===== src/rtl/icache_pkg.sv =====
package icache_pkg;

	// Cache geometry
	localparam int LINE_BEATS = 8;
	localparam int NUM_LINES = 16;
	localparam int QUEUE_DEPTH = 4;
	localparam int HIT_CNT_W = 16;

	// Derived widths
	localparam int BEAT_W = $clog2(LINE_BEATS);
	localparam int OFFSET_W = BEAT_W + 3;
	localparam int INDEX_W = $clog2(NUM_LINES);
	localparam int TAG_W = 32 - INDEX_W - OFFSET_W;
	localparam int LINE_W = LINE_BEATS * 64;
	localparam int QPTR_W = $clog2(QUEUE_DEPTH);

	// Refill controller states
	typedef enum logic [1:0] {
		IDLE,
		MEMREQ,
		MEMGET,
		DELIVER
	} refill_state_t;

	// Fetch request from the front end
	typedef struct packed {
		logic        valid;
		logic [31:0] addr;
	} fetch_req_t;

	// One 64-bit beat request toward memory
	typedef struct packed {
		logic        valid;
		logic [31:0] addr;
	} mem_req_t;

	// Returning beat, in request order
	typedef struct packed {
		logic        valid;
		logic        pagefault;
		logic [63:0] data;
	} mem_rsp_t;

	// Instruction pair toward decode
	typedef struct packed {
		logic        valid0;
		logic        valid1;
		logic        pagefault;
		logic [31:0] inst0;
		logic [31:0] inst1;
	} inst_pair_t;

endpackage

===== src/rtl/icache_refill_ctrl.sv =====
`timescale 1ns/1ns

module icache_refill_ctrl (
	input  logic                             iCLOCK,
	input  logic                             inRESET,
	input  logic                             flush,
	input  icache_pkg::fetch_req_t           fetch_req,
	output logic                             fetch_lock,
	output icache_pkg::mem_req_t             mem_req,
	input  logic                             mem_lock,
	input  icache_pkg::mem_rsp_t             mem_rsp,
	output logic                             lookup_valid,
	output logic [31:0]                      lookup_addr,
	input  logic                             result_hit,
	input  logic [icache_pkg::LINE_W-1:0]    result_line,
	output logic                             write_valid,
	output logic [31:0]                      write_addr,
	output logic [icache_pkg::LINE_W-1:0]    write_line,
	output logic                             push,
	output icache_pkg::inst_pair_t           push_pair,
	input  logic                             queue_space_ok,
	output logic [icache_pkg::HIT_CNT_W-1:0] hit_count
);
	icache_pkg::refill_state_t     state;
	logic [31:0]                   req_addr;
	logic                          lookup_q;
	logic [icache_pkg::BEAT_W:0]   issued;
	logic [icache_pkg::BEAT_W:0]   received;
	logic [icache_pkg::LINE_W-1:0] line_q;
	logic                          fault_q;
	logic                          flush_pend;
	logic                          lookup_miss;
	logic                          beat_issue;
	logic                          beat_fault;
	logic                          delivering;

	// Pick the addressed pair out of a full line
	function automatic icache_pkg::inst_pair_t make_pair(
		input logic [icache_pkg::LINE_W-1:0] line,
		input logic [31:0]                   addr,
		input logic                          fault
	);
		icache_pkg::inst_pair_t pair;
		logic [63:0]            beat;
		beat = line[addr[icache_pkg::OFFSET_W-1:3] * 64 +: 64];
		pair.valid0 = 1'b1;
		pair.valid1 = !addr[2] && !fault;
		pair.pagefault = fault;
		pair.inst0 = addr[2] ? beat[63:32] : beat[31:0];
		pair.inst1 = beat[63:32];
		return pair;
	endfunction

	assign lookup_miss = lookup_q && !result_hit;
	assign delivering = (state == icache_pkg::DELIVER);

	// Fetch side
	assign fetch_lock = (state != icache_pkg::IDLE) || lookup_miss || !queue_space_ok;
	assign lookup_valid = fetch_req.valid && !fetch_lock;
	assign lookup_addr = fetch_req.addr;

	// Beat requests walk the line from offset zero
	assign mem_req.valid = (state == icache_pkg::MEMREQ);
	assign mem_req.addr = {req_addr[31:icache_pkg::OFFSET_W], issued[icache_pkg::BEAT_W-1:0], 3'b000};
	assign beat_issue = mem_req.valid && !mem_lock;
	assign beat_fault = mem_rsp.valid && mem_rsp.pagefault;

	// Queue slot was reserved when the fetch was accepted
	assign push = (lookup_q && result_hit) || delivering;
	assign push_pair = delivering ? make_pair(line_q, req_addr, fault_q)
		: make_pair(result_line, req_addr, 1'b0);

	assign write_valid = delivering && !fault_q && !flush_pend && !flush;
	assign write_addr = {req_addr[31:icache_pkg::OFFSET_W], {icache_pkg::OFFSET_W{1'b0}}};
	assign write_line = line_q;

	always_ff @(posedge iCLOCK) begin
		if (lookup_valid) begin
			req_addr <= fetch_req.addr;
		end
	end

	// Beats shift in from the top, so beat 0 ends at the bottom
	always_ff @(posedge iCLOCK) begin
		if (mem_rsp.valid) begin
			line_q <= {mem_rsp.data, line_q[icache_pkg::LINE_W-1:64]};
		end
	end

	always_ff @(posedge iCLOCK or negedge inRESET) begin
		if (!inRESET) begin
			state <= icache_pkg::IDLE;
			lookup_q <= 1'b0;
			issued <= '0;
			received <= '0;
			fault_q <= 1'b0;
			flush_pend <= 1'b0;
			hit_count <= '0;
		end else begin
			lookup_q <= lookup_valid;
			if (lookup_q && result_hit) begin
				hit_count <= hit_count + 1'b1;
			end
			if (flush && ((state != icache_pkg::IDLE) || lookup_miss)) begin
				flush_pend <= 1'b1;
			end
			if (beat_issue) begin
				issued <= issued + 1'b1;
			end
			if (mem_rsp.valid) begin
				received <= received + 1'b1;
			end
			if (beat_fault) begin
				fault_q <= 1'b1;
			end
			case (state)
				icache_pkg::IDLE: begin
					if (lookup_miss) begin
						state <= icache_pkg::MEMREQ;
					end
				end
				icache_pkg::MEMREQ: begin
					// Stop issuing on a fault or after the last beat
					if (beat_fault || (beat_issue &&
						issued == (icache_pkg::BEAT_W+1)'(icache_pkg::LINE_BEATS - 1))) begin
						state <= icache_pkg::MEMGET;
					end
				end
				icache_pkg::MEMGET: begin
					// Drain all outstanding beats, even after a fault
					if (received == issued) begin
						state <= icache_pkg::DELIVER;
					end
				end
				icache_pkg::DELIVER: begin
					state <= icache_pkg::IDLE;
					issued <= '0;
					received <= '0;
					fault_q <= 1'b0;
					flush_pend <= 1'b0;
				end
				default: begin
					state <= icache_pkg::IDLE;
				end
			endcase
		end
	end

endmodule


===== config.mk =====
export PLATFORM = sky130hd
export DESIGN_NAME = icache_refill_ctrl
export DESIGN_NICKNAME = d
export VERILOG_FILES = /design/src/rtl/icache_pkg.sv /design/src/rtl/icache_refill_ctrl.sv
export SDC_FILE = /design/constraint.sdc
export NUM_CORES = 1
export LEC_CHECK = 0
export BUFFER_PORTS_ARGS = -buffer_cell sky130_fd_sc_hd__buf_4
export CORE_AREA = 2 2 517 519
export DETAILED_ROUTE_END_ITERATION = 6
export DIE_AREA = 0 0 519 521
export PLACE_DENSITY = 0.31
export SYNTH_ARGS = -nofsm -noshare
export SYNTH_HDL_FRONTEND = slang
export SYNTH_SLANG_ARGS = --single-unit

===== constraint.sdc =====
create_clock -name iCLOCK -period 5.55 [get_ports iCLOCK]
set_input_delay 0.555 -clock iCLOCK [delete_from_list [all_inputs] [get_ports iCLOCK]]
set_output_delay 0.555 -clock iCLOCK [all_outputs]
set_load 0.05 [all_outputs]

==> summary.txt <==
CTS
  • Num CTS Buffers: 80
  • Gates resized, CTS repair: 0
  • # hold bufs at CTS: 95
  • Root buf cell: clkbuf_16
  • CTS sink count: approximately 570
  • CTS tree: done
  • Worst-skew pair later-pin latency: 0.72 ns
  • Post-CTS Setup Bufs: 0
  • H-tree depth: 3
  • Clock slew seen by the registers of the worst setup and hold paths: approximately 0.06 ns
  • Clock buffer depth: 3

Final layout
  • Fillers: slightly below 30000
  • Layout area overhead: 63.0%
  • NumNets Final: 3363
  • Finished Layout Cells: 6377
  • Share of layout cells above drive strength 1: 61.1%
  • Reg area: 17000 um2
  • Area of the multi-input gates: between 8000 and 9000 um2
  • Final Util: roughly 17%

Routing
  • Via count: about 22000
  • Vias per inst: around 3.5
  • Initial DRC count: between 2000 and 2500
  • Post-DR wirelength/cell: 38.1 um
  • # DRC: 0
  • Antenna Nets Post-Route: 0
  • Pre-antenna DRT Iters: 5
  • Final WL: about 240 mm

Global route
  • First-pass GRT wire length: slightly below 300 mm
  • Largest net degree at the start of global routing: 130
  • GRT Total Usage: 17.3%
  • Initial antenna violation count: roughly 220
  • Vias in the first global route: between 20000 and 25000
  • Congestion Overflow GR: 0

Floorplanning
  • Initial Utilization: roughly a tenth
  • Num ports: between 1000 and 1500
  • Row count: roughly 190
  • Die Ht: roughly 520 um
  • Die width: 519 um
  • Die Area: roughly 270000 um2
  • CORE AREA: about 260000 um2

Timing
  • Endpoints failing hold: 0
  • Final period utilization: 78.0%
  • Worst Tran Pin Value: around 0.97 ns
  • Achievable Freq: 231 MHz
  • Setup Skew: between 0.04 and 0.05 ns
  • Fin crit period: roughly 4.3 ns
  • Slew HR: roughly a third
  • Setup ws final: between 1 and 1.5 ns
  • Setup TNS: 0 ns
  • RSZ-0062 raised after global routing: no
  • Setup violations, final: 0
  • Max Slew Vio Count: 0

Power and ir drop
  • Worst-case vdd ir drop: about 0.21 mV
  • Post-layout power: between 15 and 20 mW
  • Comb power frac: about a third
  • Sw power: between 6 and 7 mW
  • Pwr/cell area: between 300 and 400 nW/um2
  • Leak pwr: ~17 nW
  • Sw frac: 40.2%
  • Reg power frac: 32.9%
  • Internal: approximately 10 mW
  • Clock Power Share: about a third

Worst setup path
  • Top Family by Delay on Critical Path: buffers and inverters
  • Crit path launch type: flip-flop
  • Worst Path Buf+Inv: 3
  • Reg-to-Reg Start: state[0]
  • Reg-to-reg slack, setup: 3.47 ns
  • CP Class: reg -> out
  • CP required: roughly 5 ns
  • Critical Path End: push_pair[48]
  • CP max FO: 33
  • Cells along the critical path: buf_12 > buf_12 > mux4_2 > a22o_1 > a21oi_1 > nand3_1 > buf_4
  • Reg2reg end: req_addr[3]
  • Setup crit start: req_addr[3]
  • Type of destination of the critical path: output port
  • CP Data Arrival Time: roughly 3.8 ns
  • Worst Reg-to-Reg Cells: 5
  • Crit-path max cell delay: ~0.54 ns
  • Slowest cell on the critical path: mux4_2
  • CP most frequent cell: buf_12
  • Crit path depth: 7

Synthesis
  • Sequential share of the synthesized area: a little over three fifths
  • Ys Warns: 0
  • Synth cell types: 39
  • Syn Inst Count: about 1400
  • Syn Area/Cell: around 19 um2
  • Cell Area, Synth: about 27000 um2
  • FF+latch count, synth: 571

Place
  • Pre-CTS setup slack: about 1.5 ns
  • Final GP Congestion: around 0.89
  • IO buf count: about 1300
  • Inst Count DP: between 6000 and 7000
  • HPWL after DPL: 208 mm

Outcome
  • Status: complete, no violations

Worst hold path
  • Worst hold path depth: 3
  • Hold Crit Class: in -> reg

Job
  • Max capacitance violation total: 0
## area by class of cell
cell class              instances  area share, %
diodes                         40          0.227
clock buffers                  89           4.62
clock inverters                58           1.42
inverters                       5         0.0426
multi-input cells             654           19.8
flip-flops and latches        571           38.6
well taps                    3533           10.0
repair buffers               1427           25.3
## Yosys cell counts
cell	instances	area [um2]
o41ai_1	1	8.76
buf_4	111	833
a21oi_1	64	320
and2_1	1	6.26
nand3_1	38	190
nor3b_1	2	15.0
and3b_1	1	8.76
clkbuf_1	27	101
o311ai_0	1	8.76
clkbuf_8	10	138
mux2i_1	34	340
conb_1	2	7.51
nor2b_1	2	12.5
nand2_1	10	37.5
a22o_1	32	280
mux2_2	34	383
nor2_1	49	184
buf_2	32	160
o21a_1	1	7.51
mux4_1	38	998
a22oi_1	64	480
nor3_1	3	15.0
and3_1	4	25.0
buf_1	5	18.8
inv_1	5	18.8
a21oi_2	3	26.3
nand3b_1	1	7.51
nand4_1	6	37.5
edfxtp_1	542	16300
xor2_1	13	114
mux4_2	218	4910
buf_6	11	124
xnor2_1	12	105
ha_1	7	87.6
nand2b_1	1	6.26
nor4b_1	2	17.5
o21ai_0	1	5.00
dfrtp_1	29	726
nor3b_2	1	12.5
## power by group through the flow
stage                     registers (mW)  clock network [mW]  logic (mW)
after detailed placement            5.53                   0        5.78
after global placement              5.53                   0        5.80
final                               5.44                5.36        5.73
after floorplan                     6.18                   0        2.42
after global routing                5.48                5.69        5.95
after CTS                           5.45                5.57        5.85
## metal layers
metal / track usage (%) / vias to the layer above / wire length [um]
li1: - / 8597 / -
met3: 9.23 / 341 / 33500
met5: 0 / - / 757
met4: 3.57 / 120 / 4210
met1: 21.6 / 11700 / 98000
met2: 26.1 / 1674 / 106000
## how the worst min path moves through the flow
stage | from | end
floorplan | inRESET | fault_q
global placement | write_line[398] | write_line[334]
detailed placement | write_line[398] | write_line[334]
CTS | flush | flush_pend
global route | flush | flush_pend
finish | flush | flush_pend
## cell families after synthesis
kind of cell	count (synthesis)	share of synthesized area, %
AND/OR/NAND/NOR	121	2.13
flip-flops	571	62.8
XOR/XNOR	25	0.809
other	2	0.0278
adder cells (fa/ha/maj)	7	0.324
multiplexers	324	24.5
AO/OA/AOI/OAI	167	4.20
buffers and inverters	201	5.15
## sequential cells by signal, summed over array words and instances, names as in the netlist
| register | count |
|---|---|
| received | 4 |
| hit_count | 16 |
| req_addr | 30 |
| flush_pend | 1 |
| write_line | 512 |
| state | 2 |
| fault_q | 1 |
| lookup_q | 1 |
| issued | 4 |
## per-stage QoR
step	hold WS (ns)	area, um2
5_1_grt	0.0805	44000
2_1_floorplan	0.259	27100
3_3_place_gp	0.458	40400
4_1_cts	0.0216	44000
6_report	0.125	44100
3_5_place_dp	0.461	40400
## cell usage in the layout (no fill, tap or decap), drive strengths merged
cell type	instances
xor2	13
diode	40
mux2	34
conb	10
mux2i	34
clkinvlp	4
nand3	38
a22o	32
nor2	49
xnor2	12
buf	1332
nand2	10
nor3b	3
nor3	3
o41ai	1
dfrtp	29
clkbuf	89
nor4b	2
and3b	1
bufinv	8
o21ai	1
and2	1
mux4	256
nand4	6
nand2b	1
o21a	1
a21oi	67
a22oi	64
and3	4
nor2b	2
edfxtp	542
inv	6
ha	7
clkinv	45
dlygate4sd3	95
o311ai	1
nand3b	1
## worst min-delay path, delay by kind of cell
family,cells,cell delay (ns)
and+or+nand+nor,1,0.07
buffers and inverters,1,0.08
AOI/OAI and AO/OA,1,0.05
Note: power is estimated with default switching activity, not from simulation.
