==> src/rtl/icache_pkg.sv <==
package icache_pkg;

	// Cache geometry
	localparam int LINE_BEATS = 8;
	localparam int NUM_LINES = 16;
	localparam int QUEUE_DEPTH = 4;
	localparam int HIT_CNT_W = 16;

	// Derived widths
	localparam int BEAT_W = $clog2(LINE_BEATS);
	localparam int OFFSET_W = BEAT_W + 3;
	localparam int INDEX_W = $clog2(NUM_LINES);
	localparam int TAG_W = 32 - INDEX_W - OFFSET_W;
	localparam int LINE_W = LINE_BEATS * 64;
	localparam int QPTR_W = $clog2(QUEUE_DEPTH);

	// Refill controller states
	typedef enum logic [1:0] {
		IDLE,
		MEMREQ,
		MEMGET,
		DELIVER
	} refill_state_t;

	// Fetch request from the front end
	typedef struct packed {
		logic        valid;
		logic [31:0] addr;
	} fetch_req_t;

	// One 64-bit beat request toward memory
	typedef struct packed {
		logic        valid;
		logic [31:0] addr;
	} mem_req_t;

	// Returning beat, in request order
	typedef struct packed {
		logic        valid;
		logic        pagefault;
		logic [63:0] data;
	} mem_rsp_t;

	// Instruction pair toward decode
	typedef struct packed {
		logic        valid0;
		logic        valid1;
		logic        pagefault;
		logic [31:0] inst0;
		logic [31:0] inst1;
	} inst_pair_t;

endpackage
==> src/rtl/inst_queue.sv <==
`timescale 1ns/1ns

module inst_queue (
	input  logic                   iCLOCK,
	input  logic                   inRESET,
	input  logic                   push,
	input  icache_pkg::inst_pair_t push_pair,
	output logic                   queue_space_ok,
	output icache_pkg::inst_pair_t out_pair,
	input  logic                   out_ready
);
	icache_pkg::inst_pair_t        slots [icache_pkg::QUEUE_DEPTH];
	icache_pkg::inst_pair_t        head;
	logic [icache_pkg::QPTR_W-1:0] wr_ptr;
	logic [icache_pkg::QPTR_W-1:0] rd_ptr;
	logic [icache_pkg::QPTR_W:0]   count;
	logic                          not_empty;
	logic                          pop;

	assign not_empty = (count != '0);
	assign head = slots[rd_ptr];

	// Head flags only count while an entry is held
	always_comb begin
		out_pair = head;
		out_pair.valid0 = head.valid0 && not_empty;
		out_pair.valid1 = head.valid1 && not_empty;
		out_pair.pagefault = head.pagefault && not_empty;
	end

	assign pop = out_pair.valid0 && out_ready;

	// Room for two covers a hit still in flight
	assign queue_space_ok = (count <= (icache_pkg::QPTR_W+1)'(icache_pkg::QUEUE_DEPTH - 2));

	always_ff @(posedge iCLOCK) begin
		if (push) begin
			slots[wr_ptr] <= push_pair;
		end
	end

	// Pointers wrap naturally on a power-of-two depth
	always_ff @(posedge iCLOCK or negedge inRESET) begin
		if (!inRESET) begin
			wr_ptr <= '0;
			rd_ptr <= '0;
			count <= '0;
		end else begin
			if (push) begin
				wr_ptr <= wr_ptr + 1'b1;
			end
			if (pop) begin
				rd_ptr <= rd_ptr + 1'b1;
			end
			count <= count + push - pop;
		end
	end

endmodule

==> config.mk <==
export PLATFORM = sky130hd
export DESIGN_NAME = inst_queue
export DESIGN_NICKNAME = d
export VERILOG_FILES = /design/src/rtl/icache_pkg.sv /design/src/rtl/inst_queue.sv
export SDC_FILE = /design/constraint.sdc
export NUM_CORES = 1
export LEC_CHECK = 0
export BUFFER_PORTS_ARGS = -buffer_cell sky130_fd_sc_hd__buf_2
export CAP_MARGIN = 10
export CORE_ASPECT_RATIO = 1.1
export CORE_UTILIZATION = 60
export CTS_CLUSTER_SIZE = 20
export DETAILED_ROUTE_END_ITERATION = 10
export HOLD_SLACK_MARGIN = 0.1
export PLACE_DENSITY = 0.89
export SYNTH_ARGS = -nofsm -noshare
export SYNTH_HDL_FRONTEND = slang
export SYNTH_SLANG_ARGS = --single-unit
==> constraint.sdc <==
create_clock -name iCLOCK -period 6.3 [get_ports iCLOCK]
set_input_delay 1.575 -clock iCLOCK [delete_from_list [all_inputs] [get_ports iCLOCK]]
set_output_delay 1.575 -clock iCLOCK [all_outputs]
set_load 0.05 [all_outputs]
==> results.txt, run 1 <==
----------------------------------------------------
[Run status]
  Result of the run ... complete, no violations

[Critical path]
  Critical R2R Launch ... rd_ptr[1]$_DFFE_PN0P_
  Crit end category ... primary output
  Cell family with the largest share of critical-path delay ... buffers and inverters
  Critical Path Source Type ... register
  Worst r2r dst ... count[2]$_DFF_PN0_
  Cell-by-cell trace of the critical path ... buf_4, mux4_2, nor2b_1, buf_2
  Worst Reg-to-Reg Cells ... 9
  Critical path type ... reg2out
  Sum of buffers and inverters on the critical path ... 2
  CP max FO ... 45
  Worst path arrival time ... 2.60 ns
  Slowest Stage Delay on Critical Path ... 0.63 ns
  Reg2Reg Setup Slack ... 3.32 ns
  Required time at the endpoint of the critical path ... 4.72 ns
  Slowest cell on crit path ... sky130_fd_sc_hd__buf_4

[Finish]
  Fin cells ... 773
  Number of nets in the layout ... 626
  Area added between synthesis and finish ... 16.80%
  Final core utilization ... 71.94%
  Most common cell after layout, fill and taps aside ... sky130_fd_sc_hd__edfxtp_1
  Share of layout cells above drive strength 1 ... 44.80%
  Most used cells in the layout excluding fill and tap cells ... 268 x sky130_fd_sc_hd__edfxtp_1, 138 x sky130_fd_sc_hd__buf_2, 66 x sky130_fd_sc_hd__mux4_2

[Routing]
  Length of routed met2 wiring ... 9.075 mm
  Via count of the routed design ... 4494
  Wire length on met1 ... 6.593 mm
  DR DRC count ... 0
  Vias per cell ... 5.814
  Count of nets left with antenna violations after detail routing ... 0
  Initial DRT Pass Iterations ... 4
  Top layer used by detailed routing ... met4
  Overall routed net length ... 17.18 mm
  Met3 routed WL ... 1.244 mm
  Wire length per cell ... 22.23 um
  Number of DRC violations after detailed-routing iteration 0 ... 285

[Die]
  Die height ... 138.2 um
  Core area ... 16430 sq um
  Die area ... 17390 sq um
  Rows ... 49
  Initial core utilization ... 61.59%
  Top-level port count ... 139
  Die X ... 125.8 um

[Placement]
  Placement Setup Slack ... 2.620 ns
  I/O Buffers ... 138
  Detailed placer's ending HPWL ... 9.598 mm
  Final estimated routing congestion in global placement ... 0.6934
  Placed cell count ... 723

[Logic synthesis]
  Unique masters post-synth ... 26
  Average footprint of a synthesized cell ... 25.62 sq um
  Net count of the mapped netlist ... 474
  Total of flip-flops plus latches after synthesis ... 275
  Gate count of the mapped netlist ... 395
  Syn. warnings ... 0
  Sequential cell area fraction in the yosys report ... 81.26%
  Syn Std Cell Area ... 10120 sq um

[Timing]
  Slew at the pin closest to its max-slew limit ... 1.042 ns
  Worst hold margin ... 0.5313 ns
  Fin Setup TNS ... 0 ns
  Time the worst path needs with I/O delays and setup ... 4.172 ns
  PnR worst setup slack ... 2.128 ns
  F_max ... 239.7 MHz
  Number of max-slew violations in the final report ... 0
  Fin Clk Skew ... 0.01383 ns
  Count of final setup violators ... 0
  Final clock period utilization by the worst path ... 66.22%
  Setup repair after global routing missed its margin ... false
  Endpoints failing hold ... 0
  Max transition margin ... 30.53%

[Hold path]
  Worst min-delay path endpoint ... rd_ptr[1]$_DFFE_PN0P_
  Hold Path Cell Cnt ... 1
  Path type of the worst min-delay path ... reg2reg
  Hold_sp ... slots[3][66]$_DFFE_PP_

[Clocking]
  Clock latency reported for the late side of the worst-skew pair ... 0.52 ns
  Root Buffer Master ... sky130_fd_sc_hd__clkbuf_16
  Largest buffer count on any clock path ... 3
  Cells resized by post-CTS repair ... 0
  CTS Hold Buffers Added ... 0
  Max H-tree Level ... 1
  Clock slew at the register clock pins of the worst setup and hold paths ... 0.06 ns
  Post-CTS setup buffers ... 0
  CTS tree ... built
  Cts bufs inserted ... 26
  # clock sinks ... 275

[Power and ir drop]
  Static leakage power ... 4.107 nW
  Worst IR Drop VDD ... 444.1 uV
  Ratio of total power to cell area ... 543.7 nW/um^2

[Global routing]
  Vias in the first global route ... 4806
  Overflow left after global routing ... 0
  Initial antenna violation count ... 2
  Global-route total usage across every layer ... 20.24%
  Pin count of the biggest net entering global routing ... 71
  Wire length of the first global-routing pass ... 26.34 mm

[Flow run]
  Number of violations of the max-capacitance limit ... 0

----------------------------------------------------
power by group:
| part | internal (W) | switching [W] |
|---|---|---|
| clock | 0.000863 | 0.000628 |
| combinational | 0.000711 | 0.00164 |
| sequential | 0.00240 | 0.000177 |
worst max path at each step:
stage                                startpoint                     to  slack (ns)  cells after the start
after floorplan                            push  slots[3][0]$_DFFE_PP_        2.72                      1
after global placement    rd_ptr[0]$_DFFE_PN0P_           out_pair[64]        2.64                      4
after detailed placement  rd_ptr[0]$_DFFE_PN0P_           out_pair[64]        2.62                      4
after CTS                 rd_ptr[0]$_DFFE_PN0P_           out_pair[64]        2.02                      4
after global routing      rd_ptr[0]$_DFFE_PN0P_           out_pair[64]        1.94                      4
final                     rd_ptr[0]$_DFFE_PN0P_           out_pair[64]        2.13                      4
layout make-up:
cell class / count / area, sq um
flip-flops and latches: 275 / 8230
fillers: 964 / 4611
multi-input cells: 96 / 1767
repair buffers: 140 / 705.7
clock buffers: 31 / 690.7
well taps: 204 / 255.2
clock inverters: 17 / 136.4
inverters: 8 / 30.03
diodes: 2 / 5.005
state kept, by name, indices dropped and copies added (netlist names):
name and count:
count 3, rd_ptr 2, slots 268, wr_ptr 2
layer usage:
metal | vias to the layer above | track usage, %
li1 | 1988 | -
met1 | 2314 | 25.66
met2 | 168 | 35.35
met3 | 24 | 5.263
met4 | 0 | 4.756
met5 | - | 0
per-stage QoR:
step | power [W] | area, sq um
final | 0.006427 | 11820
after global placement | 0.004943 | 10990
after global routing | 0.006671 | 11820
after detailed placement | 0.004997 | 10990
after CTS | 0.006497 | 11820
after floorplan | 0.004487 | 10120
synthesized netlist by cell type, drive strengths merged:
library cell | number | share of area, %
mux4 | 66 | 15
ha | 7 | 0.87
nor3 | 1 | 0.049
nand2 | 1 | 0.037
fa | 1 | 0.20
nor2b | 3 | 0.26
inv | 8 | 0.30
nor2 | 1 | 0.037
xor2 | 2 | 0.17
edfxtp | 268 | 80
and2 | 4 | 0.25
a41oi | 1 | 0.087
mux2i | 1 | 0.099
dfrtp | 7 | 1.7
buf | 13 | 0.98
a21oi | 1 | 0.049
o21ai | 1 | 0.049
clkbuf | 3 | 0.11
o31a | 1 | 0.087
mux2 | 2 | 0.22
a31o | 1 | 0.087
a31oi | 2 | 0.12
cells by family (layout without fill, tap and decap cells):
group / Yosys count / count (layout) / synth area share (%)
AOI/OAI and AO/OA: 7 / 7 / 0.4821
and+or+nand+nor: 10 / 10 / 0.6304
other: 0 / 2 / 0
xor gates and xnor gates: 2 / 2 / 0.1731
adders and majority gates: 8 / 8 / 1.063
muxes: 69 / 69 / 15.01
DFF: 275 / 275 / 81.26
buffers and inverters: 24 / 196 / 1.385
Note: power is estimated with default switching activity, not from simulation.
==> run 2: changes to the inputs <==
- ABC_AREA: default -> 1
- CORE_UTILIZATION: 60 -> 52
- PLACE_DENSITY: 0.89 -> 0.82
- clock period: 6.3 -> 3.4 ns (I/O delays scaled with it)
==> results.txt, run 2 <==
----------------------------------------------------
[Critical path]
  CP max FO ... 44
  Cell-by-cell trace of the critical path ... inv_8, buf_4, o21ai_0, o22ai_1, buf_2
  Critical Path Source Type ... register
  Crit end category ... primary output
  Sum of buffers and inverters on the critical path ... 3
  Slowest cell on crit path ... sky130_fd_sc_hd__dfrtp_4
  Required time at the endpoint of the critical path ... 2.55 ns
  Critical path type ... reg2out
  Critical path depth in cells ... 5
  Slowest Stage Delay on Critical Path ... 0.61 ns
  Worst path arrival time ... 2.37 ns
  Worst Reg-to-Reg Cells ... 11
  Cell family with the largest share of critical-path delay ... buffers and inverters

[Logic synthesis]
  Average footprint of a synthesized cell ... 14.71 sq um
  Unique masters post-synth ... 25
  Synth Flop Type ... sky130_fd_sc_hd__edfxtp_1
  Cell accounting for the most synthesized area ... sky130_fd_sc_hd__edfxtp_1
  Top cells by instance count after synthesis ... 268 x sky130_fd_sc_hd__edfxtp_1, 136 x sky130_fd_sc_hd__nor2_1, 125 x sky130_fd_sc_hd__o21ai_0
  Syn. warnings ... 0
  Post-synth top area share ... 77.28%
  Gate count of the mapped netlist ... 708
  Most frequent cell after synthesis ... sky130_fd_sc_hd__edfxtp_1
  Sequential cell area fraction in the yosys report ... 78.96%
  Syn Std Cell Area ... 10410 sq um
  Net count of the mapped netlist ... 787
  Post-synth EDFFs ... 268
  Share of flip-flops with an asynchronous set or reset ... 2.545%
  Top cells by area in the synthesized netlist ... sky130_fd_sc_hd__edfxtp_1 77%, sky130_fd_sc_hd__o21ai_0 6.0%, sky130_fd_sc_hd__nor2_1 4.9%
  Total of flip-flops plus latches after synthesis ... 275

[Finish]
  Area added between synthesis and finish ... 17.13%
  Most used cells in the layout excluding fill and tap cells ... 268 x sky130_fd_sc_hd__edfxtp_1, 138 x sky130_fd_sc_hd__buf_2, 136 x sky130_fd_sc_hd__nor2_1
  Largest registers ... slots x268, count x3
  Number of flip-flops in the largest register ... 268
  Filler Cell Count ... 1376
  Number of nets in the layout ... 925
  Most flops, register ... slots
  Share of layout cells above drive strength 1 ... 23.17%
  Most common cell after layout, fill and taps aside ... sky130_fd_sc_hd__edfxtp_1

[Routing]
  Number of DRC violations after detailed-routing iteration 0 ... 506
  Via count of the routed design ... 6175
  Count of nets left with antenna violations after detail routing ... 0
  Overall routed net length ... 20.40 mm
  Vias per cell ... 5.553
  DR DRC count ... 0
  Wire length per cell ... 18.35 um
  Initial DRT Pass Iterations ... 4

[Global routing]
  Wire length of the first global-routing pass ... 30.88 mm
  Pin count of the biggest net entering global routing ... 71
  Vias in the first global route ... 6047
  Overflow left after global routing ... 0
  Initial antenna violation count ... 2
  Global-route total usage across every layer ... 19.85%

[Clocking]
  Largest buffer count on any clock path ... 3
  CTS tree ... built
  Clock latency reported for the late side of the worst-skew pair ... 0.52 ns
  Root Buffer Master ... sky130_fd_sc_hd__clkbuf_16
  Max H-tree Level ... 1
  # clock sinks ... 275
  Clock slew at the register clock pins of the worst setup and hold paths ... 0.06 ns
  Cts bufs inserted ... 26

[Timing]
  Endpoints failing hold ... 0
  PnR worst setup slack ... 0.1842 ns
  Slew at the pin closest to its max-slew limit ... 0.7258 ns
  Time the worst path needs with I/O delays and setup ... 3.216 ns
  Fin Clk Skew ... 0.01521 ns
  Setup repair after global routing missed its margin ... false
  F_max ... 311.0 MHz
  Fin Setup TNS ... 0 ns
  Max transition margin ... 51.61%
  Final clock period utilization by the worst path ... 94.58%
  Number of max-slew violations in the final report ... 0
  Count of final setup violators ... 0

[Placement]
  I/O Buffers ... 138
  Detailed placer's ending HPWL ... 11.64 mm
  Placement Setup Slack ... 0.6062 ns
  Final estimated routing congestion in global placement ... 0.7136

[Die]
  Die X ... 136.9 um
  Top-level port count ... 139
  Die area ... 20600 sq um
  Core area ... 19360 sq um
  Initial core utilization ... 53.78%
  Die height ... 150.4 um
  Rows ... 53

[Flow run]
  Number of violations of the max-capacitance limit ... 0

[Hold path]
  Path type of the worst min-delay path ... in2async

[Run status]
  Result of the run ... complete, no violations

----------------------------------------------------
run 2: cell count changes in the layout (fill, tap and decap cells not counted), moves of 3 or more:
cell / delta
sky130_fd_sc_hd__nor2_1: +135
sky130_fd_sc_hd__inv_1: +7
sky130_fd_sc_hd__nand3_1: +3
sky130_fd_sc_hd__and2_4: -4
sky130_fd_sc_hd__o22ai_1: +64
sky130_fd_sc_hd__nand2_1: +13
sky130_fd_sc_hd__buf_12: +7
sky130_fd_sc_hd__buf_4: +6
sky130_fd_sc_hd__mux4_2: -66
sky130_fd_sc_hd__o21ai_0: +124
sky130_fd_sc_hd__o21ai_1: +8
run 2: cells by family (layout without fill, tap and decap cells):
| logic type | count (synthesis) | after routing | synth area share (%) |
|---|---|---|---|
| flops | 275 | 275 | 78.96 |
| compound gates | 200 | 200 | 10.42 |
| simple gates | 157 | 157 | 5.827 |
| buf+inv | 65 | 220 | 3.508 |
| fa+ha+maj | 8 | 8 | 1.033 |
| xor+xnor | 3 | 3 | 0.2524 |
| other cells | 0 | 2 | 0 |
run 2: final cells by class:
class | instances | area, sq um | share of cell area, %
inverter | 21 | 91.34 | 0.7488
clock inverter | 14 | 142.6 | 1.169
sequential | 275 | 8228 | 67.45
antenna | 2 | 5.005 | 0.04103
clock buffer | 31 | 690.7 | 5.662
multi-input combinational | 368 | 1826 | 14.97
timing repair buffer | 154 | 905.9 | 7.426
tap | 247 | 309.0 | 2.534
run 2: worst reg2reg max path: cells and delay by family, from the launching register on:
family | cells | cell delay (ns)
xor gates and xnor gates | 1 | 0.17
and+or+nand+nor | 3 | 0.41
buffers and inverters | 4 | 0.76
DFF | 1 | 0.36
adders and majority gates | 3 | 0.70
run 2: what timing repair did:
item	4_1_cts	5_1_grt
setup buffers	0	1
hold buffers	0	0
resized for setup	0	1
setup endpoints to repair	0	24
hold endpoints to repair	0	0
run 2: worst paths after layout:
| path | start | endpoint | slack (ns) |
|---|---|---|---|
| max | rd_ptr[0]$_DFFE_PN0P_ | out_pair[17] | 0.18 |
| min | inRESET | count[1]$_DFF_PN0_ | 0.16 |
| min reg2reg | wr_ptr[0]$_DFFE_PN0P_ | wr_ptr[0]$_DFFE_PN0P_ | 0.56 |
| min in group iCLOCK | push_pair[12] | slots[2][12]$_DFFE_PP_ | 0.54 |
| max reg2reg | rd_ptr[1]$_DFFE_PN0P_ | count[2]$_DFF_PN0_ | 0.89 |
| max in group asynchronous | inRESET | rd_ptr[0]$_DFFE_PN0P_ | 3.06 |
run 2: routing by layer:
metal	share of wire, %	up-vias	GRT usage [%]	routed length, um
met2	51	256	34.37	10490
met1	38	2962	24.50	7739
met5	0	-	0	0
li1	-	2919	-	-
met3	8.6	38	4.680	1760
met4	2.0	0	6.484	414
run 2: per-stage QoR:
stage          cells  hold slack (ns)  util [%]  cell area, sq um
5_1_grt         1110           0.1503     62.97             12190
4_1_cts         1109           0.1469     62.88             12180
2_1_floorplan    708           0.4936         -             10410
3_5_place_dp    1064           0.5497     58.57             11340
6_report        1112           0.1572     62.99             12200
3_3_place_gp    1064           0.5126     58.57             11340
Power of run 2 is not shown: default switching activity piles up to over one toggle a cycle in this logic, so the estimate is an artifact.
